## src/dmm_pkg.sv

```systemverilog
// shared widths, register map, mode and state encodings
// packed structs for acquisition config, sequencer result and pin vector

`default_nettype none

package dmm_pkg;

  ////////////////////////////////////////////////////////////////////////////
  // widths

  localparam int REG_W     = 32;   // spi data word
  localparam int ADDR_W    = 8;    // spi address
  localparam int XFER_BITS = ADDR_W + REG_W;  // full write transaction
  localparam int BITCNT_W  = 6;    // holds 0..63, saturates
  localparam int CNT_W     = 24;   // precharge / aperture clk counts
  localparam int AZMUX_W   = 4;
  localparam int PC_W      = 2;
  localparam int MODE_W    = 3;
  localparam int ST_W      = 3;
  localparam int FLAGS_W   = 4;
  localparam int MAGIC_W   = 8;
  localparam int LED_W     = 4;
  localparam int MON_W     = 8;
  localparam int OUT_W     = 20;   // whole pin vector

  typedef logic [REG_W-1:0]   reg_word_t;
  typedef logic [ADDR_W-1:0]  reg_addr_t;
  typedef logic [CNT_W-1:0]   clk_count_t;
  typedef logic [AZMUX_W-1:0] azmux_t;
  typedef logic [PC_W-1:0]    pc_sw_t;

  ////////////////////////////////////////////////////////////////////////////
  // register map

  localparam reg_addr_t REG_STATUS       = 8'h00;  // ro
  localparam reg_addr_t REG_MODE         = 8'h01;
  localparam reg_addr_t REG_DIRECT       = 8'h02;
  localparam reg_addr_t REG_ARM          = 8'h03;
  localparam reg_addr_t REG_PRECHARGE    = 8'h04;
  localparam reg_addr_t REG_AZMUX_LO     = 8'h05;
  localparam reg_addr_t REG_AZMUX_HI     = 8'h06;
  localparam reg_addr_t REG_PC_HI        = 8'h07;
  localparam reg_addr_t REG_APERTURE     = 8'h08;
  localparam reg_addr_t REG_SAMPLE_COUNT = 8'h09;  // ro

  localparam logic [MAGIC_W-1:0] STATUS_MAGIC = 8'hAA;

  // output mode, codes 4..7 park all pins low
  typedef enum logic [MODE_W-1:0] {
    MODE_DIRECT = 3'd0,
    MODE_LO     = 3'd1,
    MODE_HI     = 3'd2,
    MODE_AZ     = 3'd3
  } mode_t;

  typedef enum logic [ST_W-1:0] {
    AZ_IDLE      = 3'd0,
    AZ_PRECHARGE = 3'd1,
    AZ_SAMPLE_HI = 3'd2,
    AZ_SAMPLE_LO = 3'd3
  } az_state_t;

  ////////////////////////////////////////////////////////////////////////////
  // structs

  // msb first, so leds land at bit 0
  typedef struct packed {
    logic               meas_complete;  // 19
    logic               spi_interrupt;  // 18
    azmux_t             azmux;          // 17..14
    pc_sw_t             pc_sw;          // 13..12
    logic [MON_W-1:0]   monitor;        // 11..4
    logic [LED_W-1:0]   leds;           // 3..0
  } pins_t;

  typedef struct packed {
    logic       arm;
    clk_count_t precharge;
    azmux_t     azmux_lo;
    azmux_t     azmux_hi;
    pc_sw_t     pc_hi;
    clk_count_t aperture;
  } acq_cfg_t;

  typedef struct packed {
    az_state_t state;
    azmux_t    azmux;
    pc_sw_t    pc_sw;
    logic      trig;
    logic      meas_valid;
  } az_result_t;

endpackage

`default_nettype wire

```

## src/spi_reg_decode.sv

```systemverilog
// spi slave on the system clock, mode 0, msb first
// 8 addr bits then 32 data bits, register bank with readback and sample count

`default_nettype none

module spi_reg_decode (
  input  logic                          clk,
  input  logic                          rst_n_i,
  input  logic                          sck_i,
  input  logic                          ss_n_i,
  input  logic                          sdi_i,
  input  logic [dmm_pkg::FLAGS_W-1:0]   hw_flags_i,
  input  logic                          meas_valid_i,
  output logic                          sdo_o,
  output dmm_pkg::acq_cfg_t             cfg_o,
  output dmm_pkg::mode_t                mode_o,
  output dmm_pkg::pins_t                direct_o
);
  import dmm_pkg::*;

  logic [2:0]          meta_q;      // {sck, ss_n, sdi}
  logic [2:0]          sync_q;
  logic                sck_prev_q;
  logic                ss_prev_q;
  logic                sck_s;
  logic                ss_s;
  logic                sdi_s;
  logic                sck_rise;
  logic                sck_fall;
  logic                ss_rise;
  logic [BITCNT_W-1:0] bit_cnt_q;
  reg_addr_t           addr_q;
  reg_addr_t           addr_nxt;
  reg_word_t           data_q;
  reg_word_t           tx_q;
  reg_word_t           rd_word;
  logic                commit_q;
  logic                wr_en;
  mode_t               mode_q;
  pins_t               direct_q;
  acq_cfg_t            cfg_q;
  reg_word_t           sample_cnt_q;

  ////////////////////////////////////////////////////////////////////////////
  // pin synchronizers and edge detect

  always_ff @(posedge clk or negedge rst_n_i) begin
    if (!rst_n_i) begin
      meta_q     <= 3'b010;   // ss_n idles high
      sync_q     <= 3'b010;
      sck_prev_q <= 1'b0;
      ss_prev_q  <= 1'b1;
    end else begin
      meta_q     <= {sck_i, ss_n_i, sdi_i};
      sync_q     <= meta_q;
      sck_prev_q <= sck_s;
      ss_prev_q  <= ss_s;
    end
  end

  assign sck_s    = sync_q[2];
  assign ss_s     = sync_q[1];
  assign sdi_s    = sync_q[0];
  assign sck_rise = sck_s & ~sck_prev_q;
  assign sck_fall = ~sck_s & sck_prev_q;
  assign ss_rise  = ss_s & ~ss_prev_q;

  assign addr_nxt = {addr_q[ADDR_W-2:0], sdi_s};  // addr incl. bit being sampled

  ////////////////////////////////////////////////////////////////////////////
  // bit count and shift out

  always_ff @(posedge clk or negedge rst_n_i) begin
    if (!rst_n_i) begin
      bit_cnt_q <= '0;
      tx_q      <= '0;
    end else if (ss_s) begin      // deselected
      bit_cnt_q <= '0;
      tx_q      <= '0;              // sdo parks low
    end else if (sck_rise) begin
      if (bit_cnt_q != '1) begin
        bit_cnt_q <= bit_cnt_q + 1'b1;
      end
      if (bit_cnt_q == BITCNT_W'(ADDR_W - 1)) begin
        tx_q <= rd_word;            // preload on last addr bit
      end
    end else if (sck_fall && bit_cnt_q > BITCNT_W'(ADDR_W)) begin
      tx_q <= {tx_q[REG_W-2:0], 1'b0};  // msb held through first data edge
    end
  end

  assign sdo_o = tx_q[REG_W-1];

  // receive shifters
  always_ff @(posedge clk) begin
    if (!ss_s && sck_rise) begin
      if (bit_cnt_q < BITCNT_W'(ADDR_W)) begin
        addr_q <= addr_nxt;
      end else begin
        data_q <= {data_q[REG_W-2:0], sdi_s};
      end
    end
  end

  // commit one cycle after deselect, only on a full 40 bit frame
  always_ff @(posedge clk or negedge rst_n_i) begin
    if (!rst_n_i) begin
      commit_q <= 1'b0;
    end else begin
      commit_q <= ss_rise && (bit_cnt_q == BITCNT_W'(XFER_BITS));
    end
  end

  assign wr_en = commit_q && (addr_q inside {[REG_MODE:REG_APERTURE]});

  ////////////////////////////////////////////////////////////////////////////
  // register bank

  always_ff @(posedge clk or negedge rst_n_i) begin
    if (!rst_n_i) begin
      mode_q   <= MODE_DIRECT;
      direct_q <= '0;
      cfg_q    <= '0;
    end else if (wr_en) begin
      case (addr_q)
        REG_MODE:      mode_q         <= mode_t'(data_q[MODE_W-1:0]);
        REG_DIRECT:    direct_q       <= pins_t'(data_q[OUT_W-1:0]);
        REG_ARM:       cfg_q.arm      <= data_q[0];
        REG_PRECHARGE: cfg_q.precharge <= data_q[CNT_W-1:0];
        REG_AZMUX_LO:  cfg_q.azmux_lo <= data_q[AZMUX_W-1:0];
        REG_AZMUX_HI:  cfg_q.azmux_hi <= data_q[AZMUX_W-1:0];
        REG_PC_HI:     cfg_q.pc_hi    <= data_q[PC_W-1:0];
        REG_APERTURE:  cfg_q.aperture <= data_q[CNT_W-1:0];
        default: ;
      endcase
    end
  end

  always_ff @(posedge clk or negedge rst_n_i) begin
    if (!rst_n_i) begin
      sample_cnt_q <= '0;
    end else if (meas_valid_i) begin
      sample_cnt_q <= sample_cnt_q + 1'b1;   // one per completed sample
    end
  end

  // readback, zero extended, unknown addr reads 0
  always_comb begin
    rd_word = '0;
    case (addr_nxt)
      REG_STATUS: begin
        rd_word[MAGIC_W-1:0]       = STATUS_MAGIC;
        rd_word[MAGIC_W +: FLAGS_W] = hw_flags_i;
      end
      REG_MODE:         rd_word[MODE_W-1:0]  = mode_q;
      REG_DIRECT:       rd_word[OUT_W-1:0]   = direct_q;
      REG_ARM:          rd_word[0]           = cfg_q.arm;
      REG_PRECHARGE:    rd_word[CNT_W-1:0]   = cfg_q.precharge;
      REG_AZMUX_LO:     rd_word[AZMUX_W-1:0] = cfg_q.azmux_lo;
      REG_AZMUX_HI:     rd_word[AZMUX_W-1:0] = cfg_q.azmux_hi;
      REG_PC_HI:        rd_word[PC_W-1:0]    = cfg_q.pc_hi;
      REG_APERTURE:     rd_word[CNT_W-1:0]   = cfg_q.aperture;
      REG_SAMPLE_COUNT: rd_word              = sample_cnt_q;
      default: ;
    endcase
  end

  assign cfg_o    = cfg_q;
  assign mode_o   = mode_q;
  assign direct_o = direct_q;

  // bank contents move only after a deselect that closed a full frame
  a_wr_after_ss_rise: assert property (@(posedge clk) disable iff (!rst_n_i)
    ((mode_q != $past(mode_q)) || (direct_q != $past(direct_q)) || (cfg_q != $past(cfg_q)))
    |-> $past(ss_rise, 2) && ($past(bit_cnt_q, 2) == BITCNT_W'(XFER_BITS)));

endmodule

`default_nettype wire

```

## src/adc_mock.sv

```systemverilog
// stand-in adc, times the aperture after each trigger
// pulses meas_valid exactly aperture cycles after trig

`default_nettype none

module adc_mock (
  input  logic                clk,
  input  logic                rst_n_i,
  input  logic                trig_i,
  input  dmm_pkg::clk_count_t aperture_i,
  output logic                meas_valid_o,
  output logic                busy_o
);
  import dmm_pkg::*;

  clk_count_t cnt_q;     // cycles left in aperture
  logic       busy_q;

  always_ff @(posedge clk or negedge rst_n_i) begin
    if (!rst_n_i) begin
      busy_q <= 1'b0;
      cnt_q  <= '0;
    end else if (trig_i) begin
      busy_q <= 1'b1;
      cnt_q  <= (aperture_i == '0) ? clk_count_t'(1) : aperture_i;  // 0 acts as 1
    end else if (busy_q) begin
      if (cnt_q == clk_count_t'(1)) begin
        busy_q <= 1'b0;      // last cycle, valid shows now
      end else begin
        cnt_q <= cnt_q - 1'b1;
      end
    end
  end

  assign meas_valid_o = busy_q && (cnt_q == clk_count_t'(1));
  assign busy_o       = busy_q;

  // one sample in flight at a time
  a_no_trig_busy: assert property (@(posedge clk) disable iff (!rst_n_i)
    trig_i |-> !busy_q);

endmodule

`default_nettype wire

```

## src/az_sequencer.sv

```systemverilog
// auto-zero acquisition fsm, precharge then alternating hi / lo samples
// drives azmux and precharge switch codes, triggers the mock adc

`default_nettype none

module az_sequencer (
  input  logic                clk,
  input  logic                rst_n_i,
  input  dmm_pkg::acq_cfg_t   cfg_i,
  output dmm_pkg::az_result_t res_o
);
  import dmm_pkg::*;

  az_state_t  state_q;
  az_state_t  state_d;
  clk_count_t pc_cnt_q;   // precharge cycles left
  azmux_t     azmux_q;
  pc_sw_t     pc_sw_q;
  logic       trig_q;
  logic       meas_valid;
  logic       adc_busy;

  adc_mock adc_mock_i (
    .clk          (clk),
    .rst_n_i      (rst_n_i),
    .trig_i       (trig_q),
    .aperture_i   (cfg_i.aperture),
    .meas_valid_o (meas_valid),
    .busy_o       (adc_busy)
  );

  ////////////////////////////////////////////////////////////////////////////
  // next state

  always_comb begin
    state_d = state_q;
    case (state_q)
      AZ_IDLE:      if (cfg_i.arm) state_d = AZ_PRECHARGE;
      AZ_PRECHARGE: if (pc_cnt_q <= clk_count_t'(1)) state_d = AZ_SAMPLE_HI;
      AZ_SAMPLE_HI: if (meas_valid) state_d = AZ_SAMPLE_LO;
      AZ_SAMPLE_LO: begin
        if (meas_valid) begin
          state_d = cfg_i.arm ? AZ_SAMPLE_HI : AZ_IDLE;  // disarm finishes lo first
        end
      end
      default:      state_d = AZ_IDLE;
    endcase
  end

  ////////////////////////////////////////////////////////////////////////////
  // state and entry actions, cfg sampled on entry only

  always_ff @(posedge clk or negedge rst_n_i) begin
    if (!rst_n_i) begin
      state_q  <= AZ_IDLE;
      pc_cnt_q <= '0;
      azmux_q  <= '0;
      pc_sw_q  <= '0;
      trig_q   <= 1'b0;
    end else begin
      state_q <= state_d;
      trig_q  <= 1'b0;                  // single cycle pulse
      if (state_q == AZ_PRECHARGE) begin
        pc_cnt_q <= pc_cnt_q - 1'b1;
      end
      if (state_d != state_q) begin
        case (state_d)
          AZ_PRECHARGE: begin
            pc_cnt_q <= cfg_i.precharge;
            azmux_q  <= cfg_i.azmux_hi;
            pc_sw_q  <= '0;             // precharge switch off
          end
          AZ_SAMPLE_HI: begin
            azmux_q <= cfg_i.azmux_hi;
            pc_sw_q <= cfg_i.pc_hi;
            trig_q  <= 1'b1;
          end
          AZ_SAMPLE_LO: begin
            azmux_q <= cfg_i.azmux_lo;
            pc_sw_q <= cfg_i.pc_hi;
            trig_q  <= 1'b1;
          end
          default: begin                // back to idle
            azmux_q <= '0;
            pc_sw_q <= '0;
          end
        endcase
      end
    end
  end

  always_comb begin
    res_o.state      = state_q;
    res_o.azmux      = azmux_q;
    res_o.pc_sw      = pc_sw_q;
    res_o.trig       = trig_q;
    res_o.meas_valid = meas_valid;
  end

  // mux and precharge switch hold still while a sample is in flight
  a_azmux_hold_in_sample: assert property (@(posedge clk) disable iff (!rst_n_i)
    adc_busy |-> $stable(azmux_q) && $stable(pc_sw_q));

  // adc stays busy for the whole sample once triggered
  a_adc_busy_in_sample: assert property (@(posedge clk) disable iff (!rst_n_i)
    (state_q inside {AZ_SAMPLE_HI, AZ_SAMPLE_LO}) && !trig_q |-> adc_busy);

endmodule

`default_nettype wire

```

## src/output_mode_mux.sv

```systemverilog
// output mode select, direct / all low / all high / az acquisition
// registered, pins follow their source one cycle later

`default_nettype none

module output_mode_mux (
  input  logic                clk,
  input  logic                rst_n_i,
  input  dmm_pkg::mode_t      mode_i,
  input  dmm_pkg::pins_t      direct_i,
  input  dmm_pkg::az_result_t res_i,
  output dmm_pkg::pins_t      pins_o
);
  import dmm_pkg::*;

  pins_t az_pins;
  pins_t pins_d;
  pins_t pins_q;

  // az mode pin vector
  always_comb begin
    az_pins               = '0;
    az_pins.leds[0]       = (res_i.state != AZ_IDLE);  // acquisition running
    az_pins.monitor[ST_W-1:0] = res_i.state;
    az_pins.pc_sw         = res_i.pc_sw;
    az_pins.azmux         = res_i.azmux;
    az_pins.spi_interrupt = res_i.meas_valid;   // host irq per sample
    az_pins.meas_complete = res_i.meas_valid;
  end

  always_comb begin
    case (mode_i)
      MODE_DIRECT: pins_d = direct_i;
      MODE_LO:     pins_d = '0;
      MODE_HI:     pins_d = '1;
      MODE_AZ:     pins_d = az_pins;
      default:     pins_d = '0;    // undefined codes park low
    endcase
  end

  always_ff @(posedge clk or negedge rst_n_i) begin
    if (!rst_n_i) begin
      pins_q <= '0;
    end else begin
      pins_q <= pins_d;
    end
  end

  assign pins_o = pins_q;

endmodule

`default_nettype wire

```

## src/dmm_fpga_top.sv

```systemverilog
// dmm front-end control core top level
// spi register decode, az sequencer with mock adc, output mode mux

`default_nettype none

module dmm_fpga_top (
  input  logic                         clk,
  input  logic                         rst_n_i,

  // spi slave
  input  logic                         sck_i,
  input  logic                         ss_n_i,
  input  logic                         sdi_i,
  output logic                         sdo_o,

  input  logic [dmm_pkg::FLAGS_W-1:0]  hw_flags_i,

  // board pins
  output logic [dmm_pkg::LED_W-1:0]    leds_o,
  output logic [dmm_pkg::MON_W-1:0]    monitor_o,
  output logic [dmm_pkg::PC_W-1:0]     pc_sw_o,
  output logic [dmm_pkg::AZMUX_W-1:0]  azmux_o,
  output logic                         spi_interrupt_o,
  output logic                         meas_complete_o
);
  import dmm_pkg::*;

  acq_cfg_t   cfg;
  mode_t      mode;
  pins_t      direct;
  az_result_t az_res;
  pins_t      pins;

  ////////////////////////////////////////////////////////////////////////////
  // decode

  spi_reg_decode spi_reg_decode_i (
    .clk          (clk),
    .rst_n_i      (rst_n_i),
    .sck_i        (sck_i),
    .ss_n_i       (ss_n_i),
    .sdi_i        (sdi_i),
    .hw_flags_i   (hw_flags_i),
    .meas_valid_i (az_res.meas_valid),   // sample count feedback
    .sdo_o        (sdo_o),
    .cfg_o        (cfg),
    .mode_o       (mode),
    .direct_o     (direct)
  );

  // execute
  az_sequencer az_sequencer_i (
    .clk     (clk),
    .rst_n_i (rst_n_i),
    .cfg_i   (cfg),
    .res_o   (az_res)
  );

  // result
  output_mode_mux output_mode_mux_i (
    .clk      (clk),
    .rst_n_i  (rst_n_i),
    .mode_i   (mode),
    .direct_i (direct),
    .res_i    (az_res),
    .pins_o   (pins)
  );

  ////////////////////////////////////////////////////////////////////////////
  // pin split

  assign leds_o          = pins.leds;
  assign monitor_o       = pins.monitor;
  assign pc_sw_o         = pins.pc_sw;
  assign azmux_o         = pins.azmux;
  assign spi_interrupt_o = pins.spi_interrupt;
  assign meas_complete_o = pins.meas_complete;

endmodule

`default_nettype wire

```

## config.mk

```make
export PLATFORM = sky130hd
export DESIGN_NAME = dmm_fpga_top
export DESIGN_NICKNAME = d
export VERILOG_FILES = /design/src/dmm_pkg.sv /design/src/spi_reg_decode.sv /design/src/adc_mock.sv /design/src/az_sequencer.sv /design/src/output_mode_mux.sv /design/src/dmm_fpga_top.sv
export SDC_FILE = /design/constraint.sdc
export NUM_CORES = 1
export LEC_CHECK = 0
export BUFFER_PORTS_ARGS = -buffer_cell sky130_fd_sc_hd__buf_2
export CAP_MARGIN = 0
export CELL_PAD_IN_SITES_DETAIL_PLACEMENT = 1
export CELL_PAD_IN_SITES_GLOBAL_PLACEMENT = 1
export CORE_AREA = 4 4 147 205
export CTS_BUF_LIST = sky130_fd_sc_hd__clkbuf_16
export DETAILED_ROUTE_END_ITERATION = 10
export DIE_AREA = 0 0 151 209
export PLACE_DENSITY = 0.79
export SLEW_MARGIN = 10
export SYNTH_ARGS = -nofsm -noshare
export SYNTH_HDL_FRONTEND = slang
export SYNTH_HIERARCHICAL = 1
export SYNTH_SLANG_ARGS = --single-unit
```

## constraint.sdc

```tcl
create_clock -name clk -period 2.7 [get_ports clk]
set_input_delay 0.135 -clock clk [delete_from_list [all_inputs] [get_ports clk]]
set_output_delay 0.135 -clock clk [all_outputs]
set_load 0.02 [all_outputs]
```

==> results of run 1 <==
==> through the flow <==
step	hold WS (ns)	TNS, ns	std cells
3_3_place_gp	0.187	0	1541
2_1_floorplan	-0.161	0	1143
3_5_place_dp	0.190	-0.210	1541
4_1_cts	0.215	0	1593
5_1_grt	0.240	-0.266	1599
6_report	0.194	0	1599
==> worst max-delay path, delay by kind of cell (launching register included) <==
family	cells	cell delay [ns]
buffers and inverters	3	0.53
AND/OR/NAND/NOR	6	1.44
flip-flops	1	0.44
XOR/XNOR	1	0.12
==> area by class of cell <==
| type | count | area [µm²] | area share, % |
|---|---|---|---|
| flip-flops and latches | 272 | 6970 | 47.0 |
| clock inverters | 18 | 287 | 1.93 |
| multi-input cells | 789 | 5590 | 37.7 |
| well taps | 375 | 469 | 3.16 |
| inverters | 23 | 86.3 | 0.582 |
| repair buffers | 93 | 699 | 4.72 |
| clock buffers | 29 | 726 | 4.89 |
==> report_power, final <==
group | switching, mW | internal (mW) | leakage (nW) | total (mW)
registers | 0.0433 | 4.19 | 3.56 | 4.23
logic | 0.172 | 0.0812 | 2.64 | 0.253
clock network | 1.63 | 2.69 | 0.505 | 4.32
==> worst max path at each step <==
stage	end	cells after the start
detailed placement	spi_reg_decode_i/sample_cnt_q[26]	10
floorplan	spi_reg_decode_i/sample_cnt_q[31]	9
global route	spi_reg_decode_i/sample_cnt_q[24]	10
global placement	spi_reg_decode_i/sample_cnt_q[26]	10
CTS	spi_reg_decode_i/sample_cnt_q[24]	10
finish	spi_reg_decode_i/sample_cnt_q[24]	10
==> flip-flops by register name (all words and copies together), names as in the netlist <==
register,count
output_mode_mux_i/pins_o,20
az_sequencer_i/adc_mock_i/busy_o,1
spi_reg_decode_i/mode_o,3
spi_reg_decode_i/sample_cnt_q,32
az_sequencer_i/trig_q,1
spi_reg_decode_i/sync_q,3
spi_reg_decode_i/commit_q,1
spi_reg_decode_i/ss_prev_q,1
az_sequencer_i/pc_sw_q,2
spi_reg_decode_i/meta_q,3
spi_reg_decode_i/sck_prev_q,1
az_sequencer_i/adc_mock_i/cnt_q,24
spi_reg_decode_i/bit_cnt_q,6
spi_reg_decode_i/direct_o,20
spi_reg_decode_i/data_q,24
az_sequencer_i/azmux_q,4
az_sequencer_i/state_q,3
spi_reg_decode_i/addr_q,8
az_sequencer_i/pc_cnt_q,24
spi_reg_decode_i/tx_q,32
spi_reg_decode_i/cfg_o,59
==> metal layers <==
metal  vias up  share of wire (%)  global-route usage (%)
li1       4299                  -                       -
met1      5098                 40                    31.5
met2       285                 51                    42.7
met3       112                3.9                    3.10
met4         0                5.1                    11.4
met5         -                  0                       0
==> timing repair <==
item                       in CTS  in global routing
hold endpoints to repair       81                  0
setup buffers                   1                  6
setup endpoints to repair       8                 15
hold buffers                    4                  0
pin swaps                       1                  5
resized for setup               5                  9
==> flow_metrics.tcl, run 1 <==
set metrics [dict create \
    status "complete, no violations" \
    finalWorstSetupSlack_ns 0.0444 \
    cp-start-kind "register" \
    final_core_util_pct 52.4 \
    num_antenna_cells 0 \
    ant_nets 0 \
    cts_sinks 272 \
    grt_use_total_pct 25.0 \
    die_area_um2 31600 \
    cp.arrival_ns 3.08 \
    cts_tree "done" \
    grt_max_degree 85 \
    numCtsBuffers 27 \
    layout_common_cells "dfrtp_1, nor2_1, nand2_1" \
    drive_gt1_share_pct 21.0 \
    relSlewSlack_pct 43.9 \
    routed_wl_um 39000 \
    synth_fp_nets 1159 \
    p_leak_nw 6.70 \
    die_y_um 209 \
    clk_root_buffer_cell "clkbuf_16" \
    grt_pass1_wl_um 62200 \
    required_ns 3.12 \
    pre_cts_ws_ns -0.0912 \
    antenna_found_initial 0 \
    tightest_slew_ns 0.842 \
    regToRegSetupSlack_ns 0.04 \
    r2r_cells 10 \
    synth-warning-count 6 \
    grt_setup_unrepaired "yes" \
    grt_pass1_vias 10500 \
    drt_pass1_iterations 6 \
    p_per_area_nw_per_um2 594 \
    fillers 3015 \
    htree_levels 1 \
    p_total_mw 8.80 \
    avgSynthCellArea_um2 11.3 \
    mostFrequentLayoutCell "dfrtp_1" \
    drv_slew 0 \
    worst_skew_pair.late_latency_ns 0.55 \
    critPathLaunch "az_sequencer_i/adc_mock_i/cnt_q[5]" \
    area_growth_pct 15.3 \
    fin_crit_ns 2.66 \
    dpl-instance-area_um2 13700 \
    rr_endpoint "spi_reg_decode_i/sample_cnt_q[24]" \
    crit_path_max_incr_delay_ns 0.44 \
    finalNetCount 1222 \
    dp_hpwl_um 27000 \
    clkTransAtPathRegs_ns 0.07 \
    io_pins 30 \
    grt-ovfl-total 0 \
    vias 9794 \
    r2r-start "az_sequencer_i/adc_mock_i/cnt_q[5]" \
    netlist_area_um2 12900 \
    crit_type "register to register" \
    synthCells 1143 \
    drtIter0Drc 724 \
    start_util_pct 45.4 \
    hold_violations 0 \
    crit_slowest_cell "dfrtp_2" \
    clockBufferDepth 3 \
    fin_crit_sh_pct 98.4 \
    max_clock_freq_ghz 0.377 \
    path_cells "nor4_4 > nand4_1 > nor3_2 > buf_4 > and3_4 > nor3b_4 > buf_6 > nand4_1 > buf_4 > xnor2_1" \
    setup_violations 0 \
    cp-end-kind "register" \
    path_max_fanout 4 \
    drv_cap 0 \
    vdd_ir_drop_max_uv 506 \
    die_w_um 151 \
    postLayoutCellArea_um2 14800 \
    vias_per_cell 6.13 \
    num_rows 73 \
    portBuffers 29 \
    wl_per_cell_um 24.4 \
    hold_class "primary input to async pin" \
    core_area_um2 28300 \
    drc 0 \
    gp_congestion 0.885 \
    finClkSkew_ns 0.0102 \
]
Power figures use the tool's default switching activity.
==> run 2: changes to the inputs <==
CTS_CLUSTER_SIZE = 25   (was default)
PLACE_DENSITY = 0.82   (was 0.79)
==> flow_metrics.tcl, run 2 (synthesis results as in run 1) <==
set metrics [dict create \
    die_y_um 209 \
    start_util_pct 45.4 \
    max_clock_freq_ghz 0.385 \
    largest_register_ffs 59 \
    regToRegSetupSlack_ns 0.10 \
    cts_sinks 272 \
    vias_per_cell 6.04 \
    routed_wl_um 37400 \
    pre_cts_ws_ns -0.323 \
    finClkSkew_ns 0.0237 \
    finalWorstSetupSlack_ns 0.104 \
    drc 0 \
    clockBufferDepth 3 \
    r2r_cells 9 \
    p_leak_nw 6.55 \
    antenna_found_initial 0 \
    area_growth_pct 13.0 \
    finalNetCount 1210 \
    drtIter0Drc 706 \
    grt-ovfl-total 0 \
    ant_nets 0 \
    cp-end-kind "register" \
    fillers 3035 \
    clkTransAtPathRegs_ns 0.06 \
    p_per_area_nw_per_um2 555 \
    drv_slew 0 \
    worst_skew_pair.late_latency_ns 0.56 \
    htree_levels 1 \
    hold_class "primary input to async pin" \
    drive_gt1_share_pct 19.3 \
    core_area_um2 28300 \
    cts_tree "done" \
    cp.arrival_ns 3.03 \
    vdd_ir_drop_max_uv 449 \
    numCtsBuffers 27 \
    layout_common_cells "dfrtp_1, nor2_1, nand2_1" \
    clock_power_share_pct 44.4 \
    grt_pass1_wl_um 59700 \
    setup_violations 0 \
    combPwrFrac_pct 3.1 \
    die_w_um 151 \
    die_area_um2 31600 \
    hold_violations 0 \
    final_core_util_pct 51.3 \
    cp-start-kind "register" \
    grt_max_degree 75 \
    num_antenna_cells 0 \
    cell_internal_pwr_mw 6.24 \
    power.switching_fraction_pct 22.6 \
    net-switching-power_mw 1.82 \
    gp_congestion 0.892 \
    num_rows 73 \
    mostFrequentLayoutCell "dfrtp_1" \
    p_seq_share_pct 52.5 \
    crit_type "register to register" \
    fin_crit_sh_pct 96.1 \
    status "complete, no violations" \
    wl_per_cell_um 23.5 \
    clk_root_buffer_cell "clkbuf_16" \
    fin_crit_ns 2.60 \
    drv_cap 0 \
    drt_pass1_iterations 5 \
    path_max_fanout 5 \
    tightest_slew_ns 0.825 \
    portBuffers 29 \
    grt_use_total_pct 24.1 \
    io_pins 30 \
    required_ns 3.13 \
    multi_input_area_um2 5570 \
    dp_hpwl_um 26900 \
    seqCellArea_um2 6970 \
    rr_endpoint "az_sequencer_i/azmux_q[0]" \
    relSlewSlack_pct 45.0 \
    grt_pass1_vias 10300 \
    r2r-start "az_sequencer_i/adc_mock_i/cnt_q[11]" \
    vias 9596 \
]
run 2: power groups by stage:
| stage | Sequential (mW) | Combinational, mW | Clock, mW |
|---|---|---|---|
| 2_1_floorplan | 4.29 | 0.117 | 0 |
| 3_3_place_gp | 4.31 | 0.241 | 0 |
| 3_5_place_dp | 4.31 | 0.247 | 0 |
| 4_1_cts | 4.23 | 0.253 | 3.64 |
| 5_1_grt | 4.24 | 0.279 | 3.82 |
| 6_report | 4.23 | 0.247 | 3.58 |
run 2: metal layers:
| metal | GRT usage, % | vias up | wire length, µm |
|---|---|---|---|
| met5 | 0 | - | 0 |
| met4 | 9.39 | 0 | 1540 |
| met3 | 2.49 | 81 | 1450 |
| met2 | 42.3 | 254 | 19600 |
| met1 | 30.3 | 4970 | 14900 |
| li1 | - | 4291 | - |
run 2: worst max-delay path by stage:
| stage | from | end | slack, ns |
|---|---|---|---|
| floorplan | az_sequencer_i/adc_mock_i/cnt_q[10] | spi_reg_decode_i/sample_cnt_q[31] | 0.05 |
| global placement | az_sequencer_i/adc_mock_i/cnt_q[21] | spi_reg_decode_i/sample_cnt_q[28] | -0.07 |
| detailed placement | az_sequencer_i/adc_mock_i/cnt_q[21] | spi_reg_decode_i/sample_cnt_q[28] | -0.32 |
| CTS | az_sequencer_i/adc_mock_i/cnt_q[21] | spi_reg_decode_i/sample_cnt_q[28] | 0.01 |
| global route | az_sequencer_i/adc_mock_i/cnt_q[11] | az_sequencer_i/azmux_q[0] | -0.02 |
| finish | az_sequencer_i/adc_mock_i/cnt_q[11] | az_sequencer_i/azmux_q[0] | 0.10 |
run 2: worst max-delay path, cell delays in order (launching register included):
cell       delay (ns)
dfrtp_1          0.44
nor4_4           0.34
nand4_1          0.18
nor3_2           0.28
buf_4            0.20
nand2b_1         0.22
a2bb2oi_1        0.18
o22ai_1          0.16
a22o_1           0.21
mux2_2           0.26
run 2: final cells by class:
| class | instances | area share, % |
|---|---|---|
| tap | 375 | 3.23 |
| inverter | 23 | 0.594 |
| timing repair buffer | 81 | 4.17 |
| multi-input combinational | 789 | 38.3 |
| sequential | 272 | 48.0 |
| clock buffer | 28 | 4.82 |
| clock inverter | 22 | 0.887 |
run 2: metrics by stage:
stage / cell area, µm² / TNS (ns) / hold WS (ns) / std cells / power (mW)
after CTS: 14500 / 0 / 0.111 / 1589 / 8.13
after global routing: 14500 / -0.0642 / 0.156 / 1590 / 8.34
after floorplan: 12900 / 0 / -0.161 / 1143 / 4.41
final: 14500 / 0 / 0.106 / 1590 / 8.06
after global placement: 13600 / -0.219 / 0.102 / 1535 / 4.55
after detailed placement: 13600 / -2.88 / 0.105 / 1535 / 4.56
run 2: repair_timing:
action,in CTS,in global routing
resized for setup,3,4
endpoints found under the hold margin,134,0
hold buffers,4,0
endpoints found under the setup margin,25,24
pin swaps,0,3
buffers inserted,0,1
==> run 3: changes to the inputs <==
REMOVE_ABC_BUFFERS = 1   (was default)
==> flow_metrics.tcl, run 3 (synthesis results as in run 1) <==
set metrics [dict create \
    die_area_um2 31600 \
    crit_buf_inv 2 \
    vias_per_cell 6.07 \
    path_max_fanout 6 \
    htree_levels 1 \
    crit_type "register to register" \
    rr_endpoint "spi_reg_decode_i/sample_cnt_q[26]" \
    cp-end-kind "register" \
    cp.arrival_ns 3.07 \
    worst_skew_pair.late_latency_ns 0.55 \
    finalNetCount 1218 \
    drive_gt1_share_pct 20.5 \
    grt_setup_unrepaired "yes" \
    layout_common_cells "dfrtp_1, nor2_1, nand2_1" \
    seqCellArea_um2 6970 \
    hold_violations 0 \
    area_growth_pct 13.6 \
    critPathTopFamily "simple AND/OR/NAND/NOR gates" \
    status "complete, no violations" \
    fin_crit_ns 2.60 \
    wl_per_cell_um 23.9 \
    required_ns 3.16 \
    vdd_ir_drop_max_uv 507 \
    core_area_um2 28300 \
    grt_use_total_pct 24.7 \
    io_pins 30 \
    largest_register_ffs 59 \
    relSlewSlack_pct 40.2 \
    start_util_pct 45.4 \
    drtIter0Drc 655 \
    grt-ovfl-total 0 \
    p_per_area_nw_per_um2 554 \
    setup_tns_ns 0 \
    hold_class "primary input to async pin" \
    p_leak_nw 6.58 \
    fin_cells 1597 \
    crit_slowest_cell "dfrtp_1" \
    portBuffers 29 \
    drt_pass1_iterations 5 \
    num_rows 73 \
    routed_wl_um 38100 \
    drc 0 \
    cts_tree "done" \
    gp_congestion 0.875 \
    clockBufferDepth 3 \
    drv_slew 0 \
    grt_pass1_vias 10600 \
    dp_hpwl_um 26800 \
    clkTransAtPathRegs_ns 0.07 \
    regToRegSetupSlack_ns 0.1 \
    tightest_slew_ns 0.897 \
    finClkSkew_ns 0.0150 \
    num_antenna_cells 0 \
    grt_pass1_wl_um 61100 \
    fin_hold_ws_ns 0.172 \
    path_cells "nor4_4 > nand4_1 > nor3_2 > buf_4 > and3_4 > nor3b_2 > buf_4 > nand4_1 > nor2_2 > xor2_1" \
    r2r_cells 10 \
    ant_nets 0 \
    fillers 3082 \
    r2r-start "az_sequencer_i/adc_mock_i/cnt_q[21]" \
    cts_sinks 272 \
    placedCellCount 1537 \
    fin_crit_sh_pct 96.5 \
    setup_violations 0 \
    crit_path_max_incr_delay_ns 0.45 \
    mostFrequentLayoutCell "dfrtp_1" \
    antenna_found_initial 0 \
    max_clock_freq_ghz 0.384 \
    p_total_mw 8.09 \
    die_w_um 151 \
    vias 9687 \
    multi_input_area_um2 5580 \
    drv_cap 0 \
    die_y_um 209 \
    numCtsBuffers 27 \
    clk_root_buffer_cell "clkbuf_16" \
    cp-start-kind "register" \
    grt_max_degree 75 \
]
==> run 3: cell count changes in the layout (fill, tap and decap cells not counted), sizes merged <==
cell / before / now
buf: 77 / 85
clkinvlp: 3 / 1
bufinv: 1 / 2
clkbuf: 28 / 27
inv: 30 / 31
==> run 3: worst max-delay path by stage <==
stage	from	end	slack (ns)	depth (start not counted)
2_1_floorplan	az_sequencer_i/adc_mock_i/cnt_q[10]	spi_reg_decode_i/sample_cnt_q[31]	-0.27	8
3_3_place_gp	az_sequencer_i/adc_mock_i/cnt_q[20]	spi_reg_decode_i/sample_cnt_q[26]	0.07	10
3_5_place_dp	az_sequencer_i/adc_mock_i/cnt_q[20]	spi_reg_decode_i/sample_cnt_q[26]	-0.07	10
4_1_cts	az_sequencer_i/adc_mock_i/cnt_q[11]	spi_reg_decode_i/sample_cnt_q[26]	0.05	11
5_1_grt	az_sequencer_i/adc_mock_i/cnt_q[4]	spi_reg_decode_i/sample_cnt_q[26]	-0.13	10
6_report	az_sequencer_i/adc_mock_i/cnt_q[21]	spi_reg_decode_i/sample_cnt_q[26]	0.1	10
==> run 3: stage by stage <==
stage / worst slack, ns / util [%] / cell area (µm²)
6_report: 0.0953 / 51.6 / 14600
2_1_floorplan: -0.273 / - / 12600
3_3_place_gp: 0.0720 / 48.1 / 13600
4_1_cts: 0.0504 / 51.3 / 14500
3_5_place_dp: -0.0737 / 48.1 / 13600
5_1_grt: -0.130 / 51.6 / 14600
==> run 3: metal layers <==
layer | part of all wire (%) | global-route usage (%) | up-vias
met1 | 38 | 29.9 | 4987
met3 | 4.2 | 2.89 | 115
li1 | - | - | 4290
met2 | 52 | 43.3 | 295
met4 | 5.4 | 11.6 | 0
met5 | 0 | 0 | -
==> run 3: cell type report <==
class	count	area share [%]
sequential	272	47.7
multi-input combinational	789	38.2
timing repair buffer	89	4.64
clock buffer	27	4.62
tap	375	3.21
clock inverter	22	1.02
inverter	23	0.591
==> run 3: power by group <==
group / internal, mW / total [mW] / switching (mW) / leakage, nW
combinational: 0.0784 / 0.254 / 0.175 / 2.58
clock: 2.00 / 3.60 / 1.60 / 0.434
sequential: 4.19 / 4.23 / 0.0427 / 3.56
total: 6.27 / 8.09 / 1.82 / 6.58
==> run 3: what timing repair did <==
item / CTS / global route
gates resized for setup: 2 / 12
endpoints found under the hold margin: 74 / 0
setup buffers: 2 / 5
hold buffers: 4 / 0
pin swaps: 0 / 6
setup endpoints to repair: 10 / 15
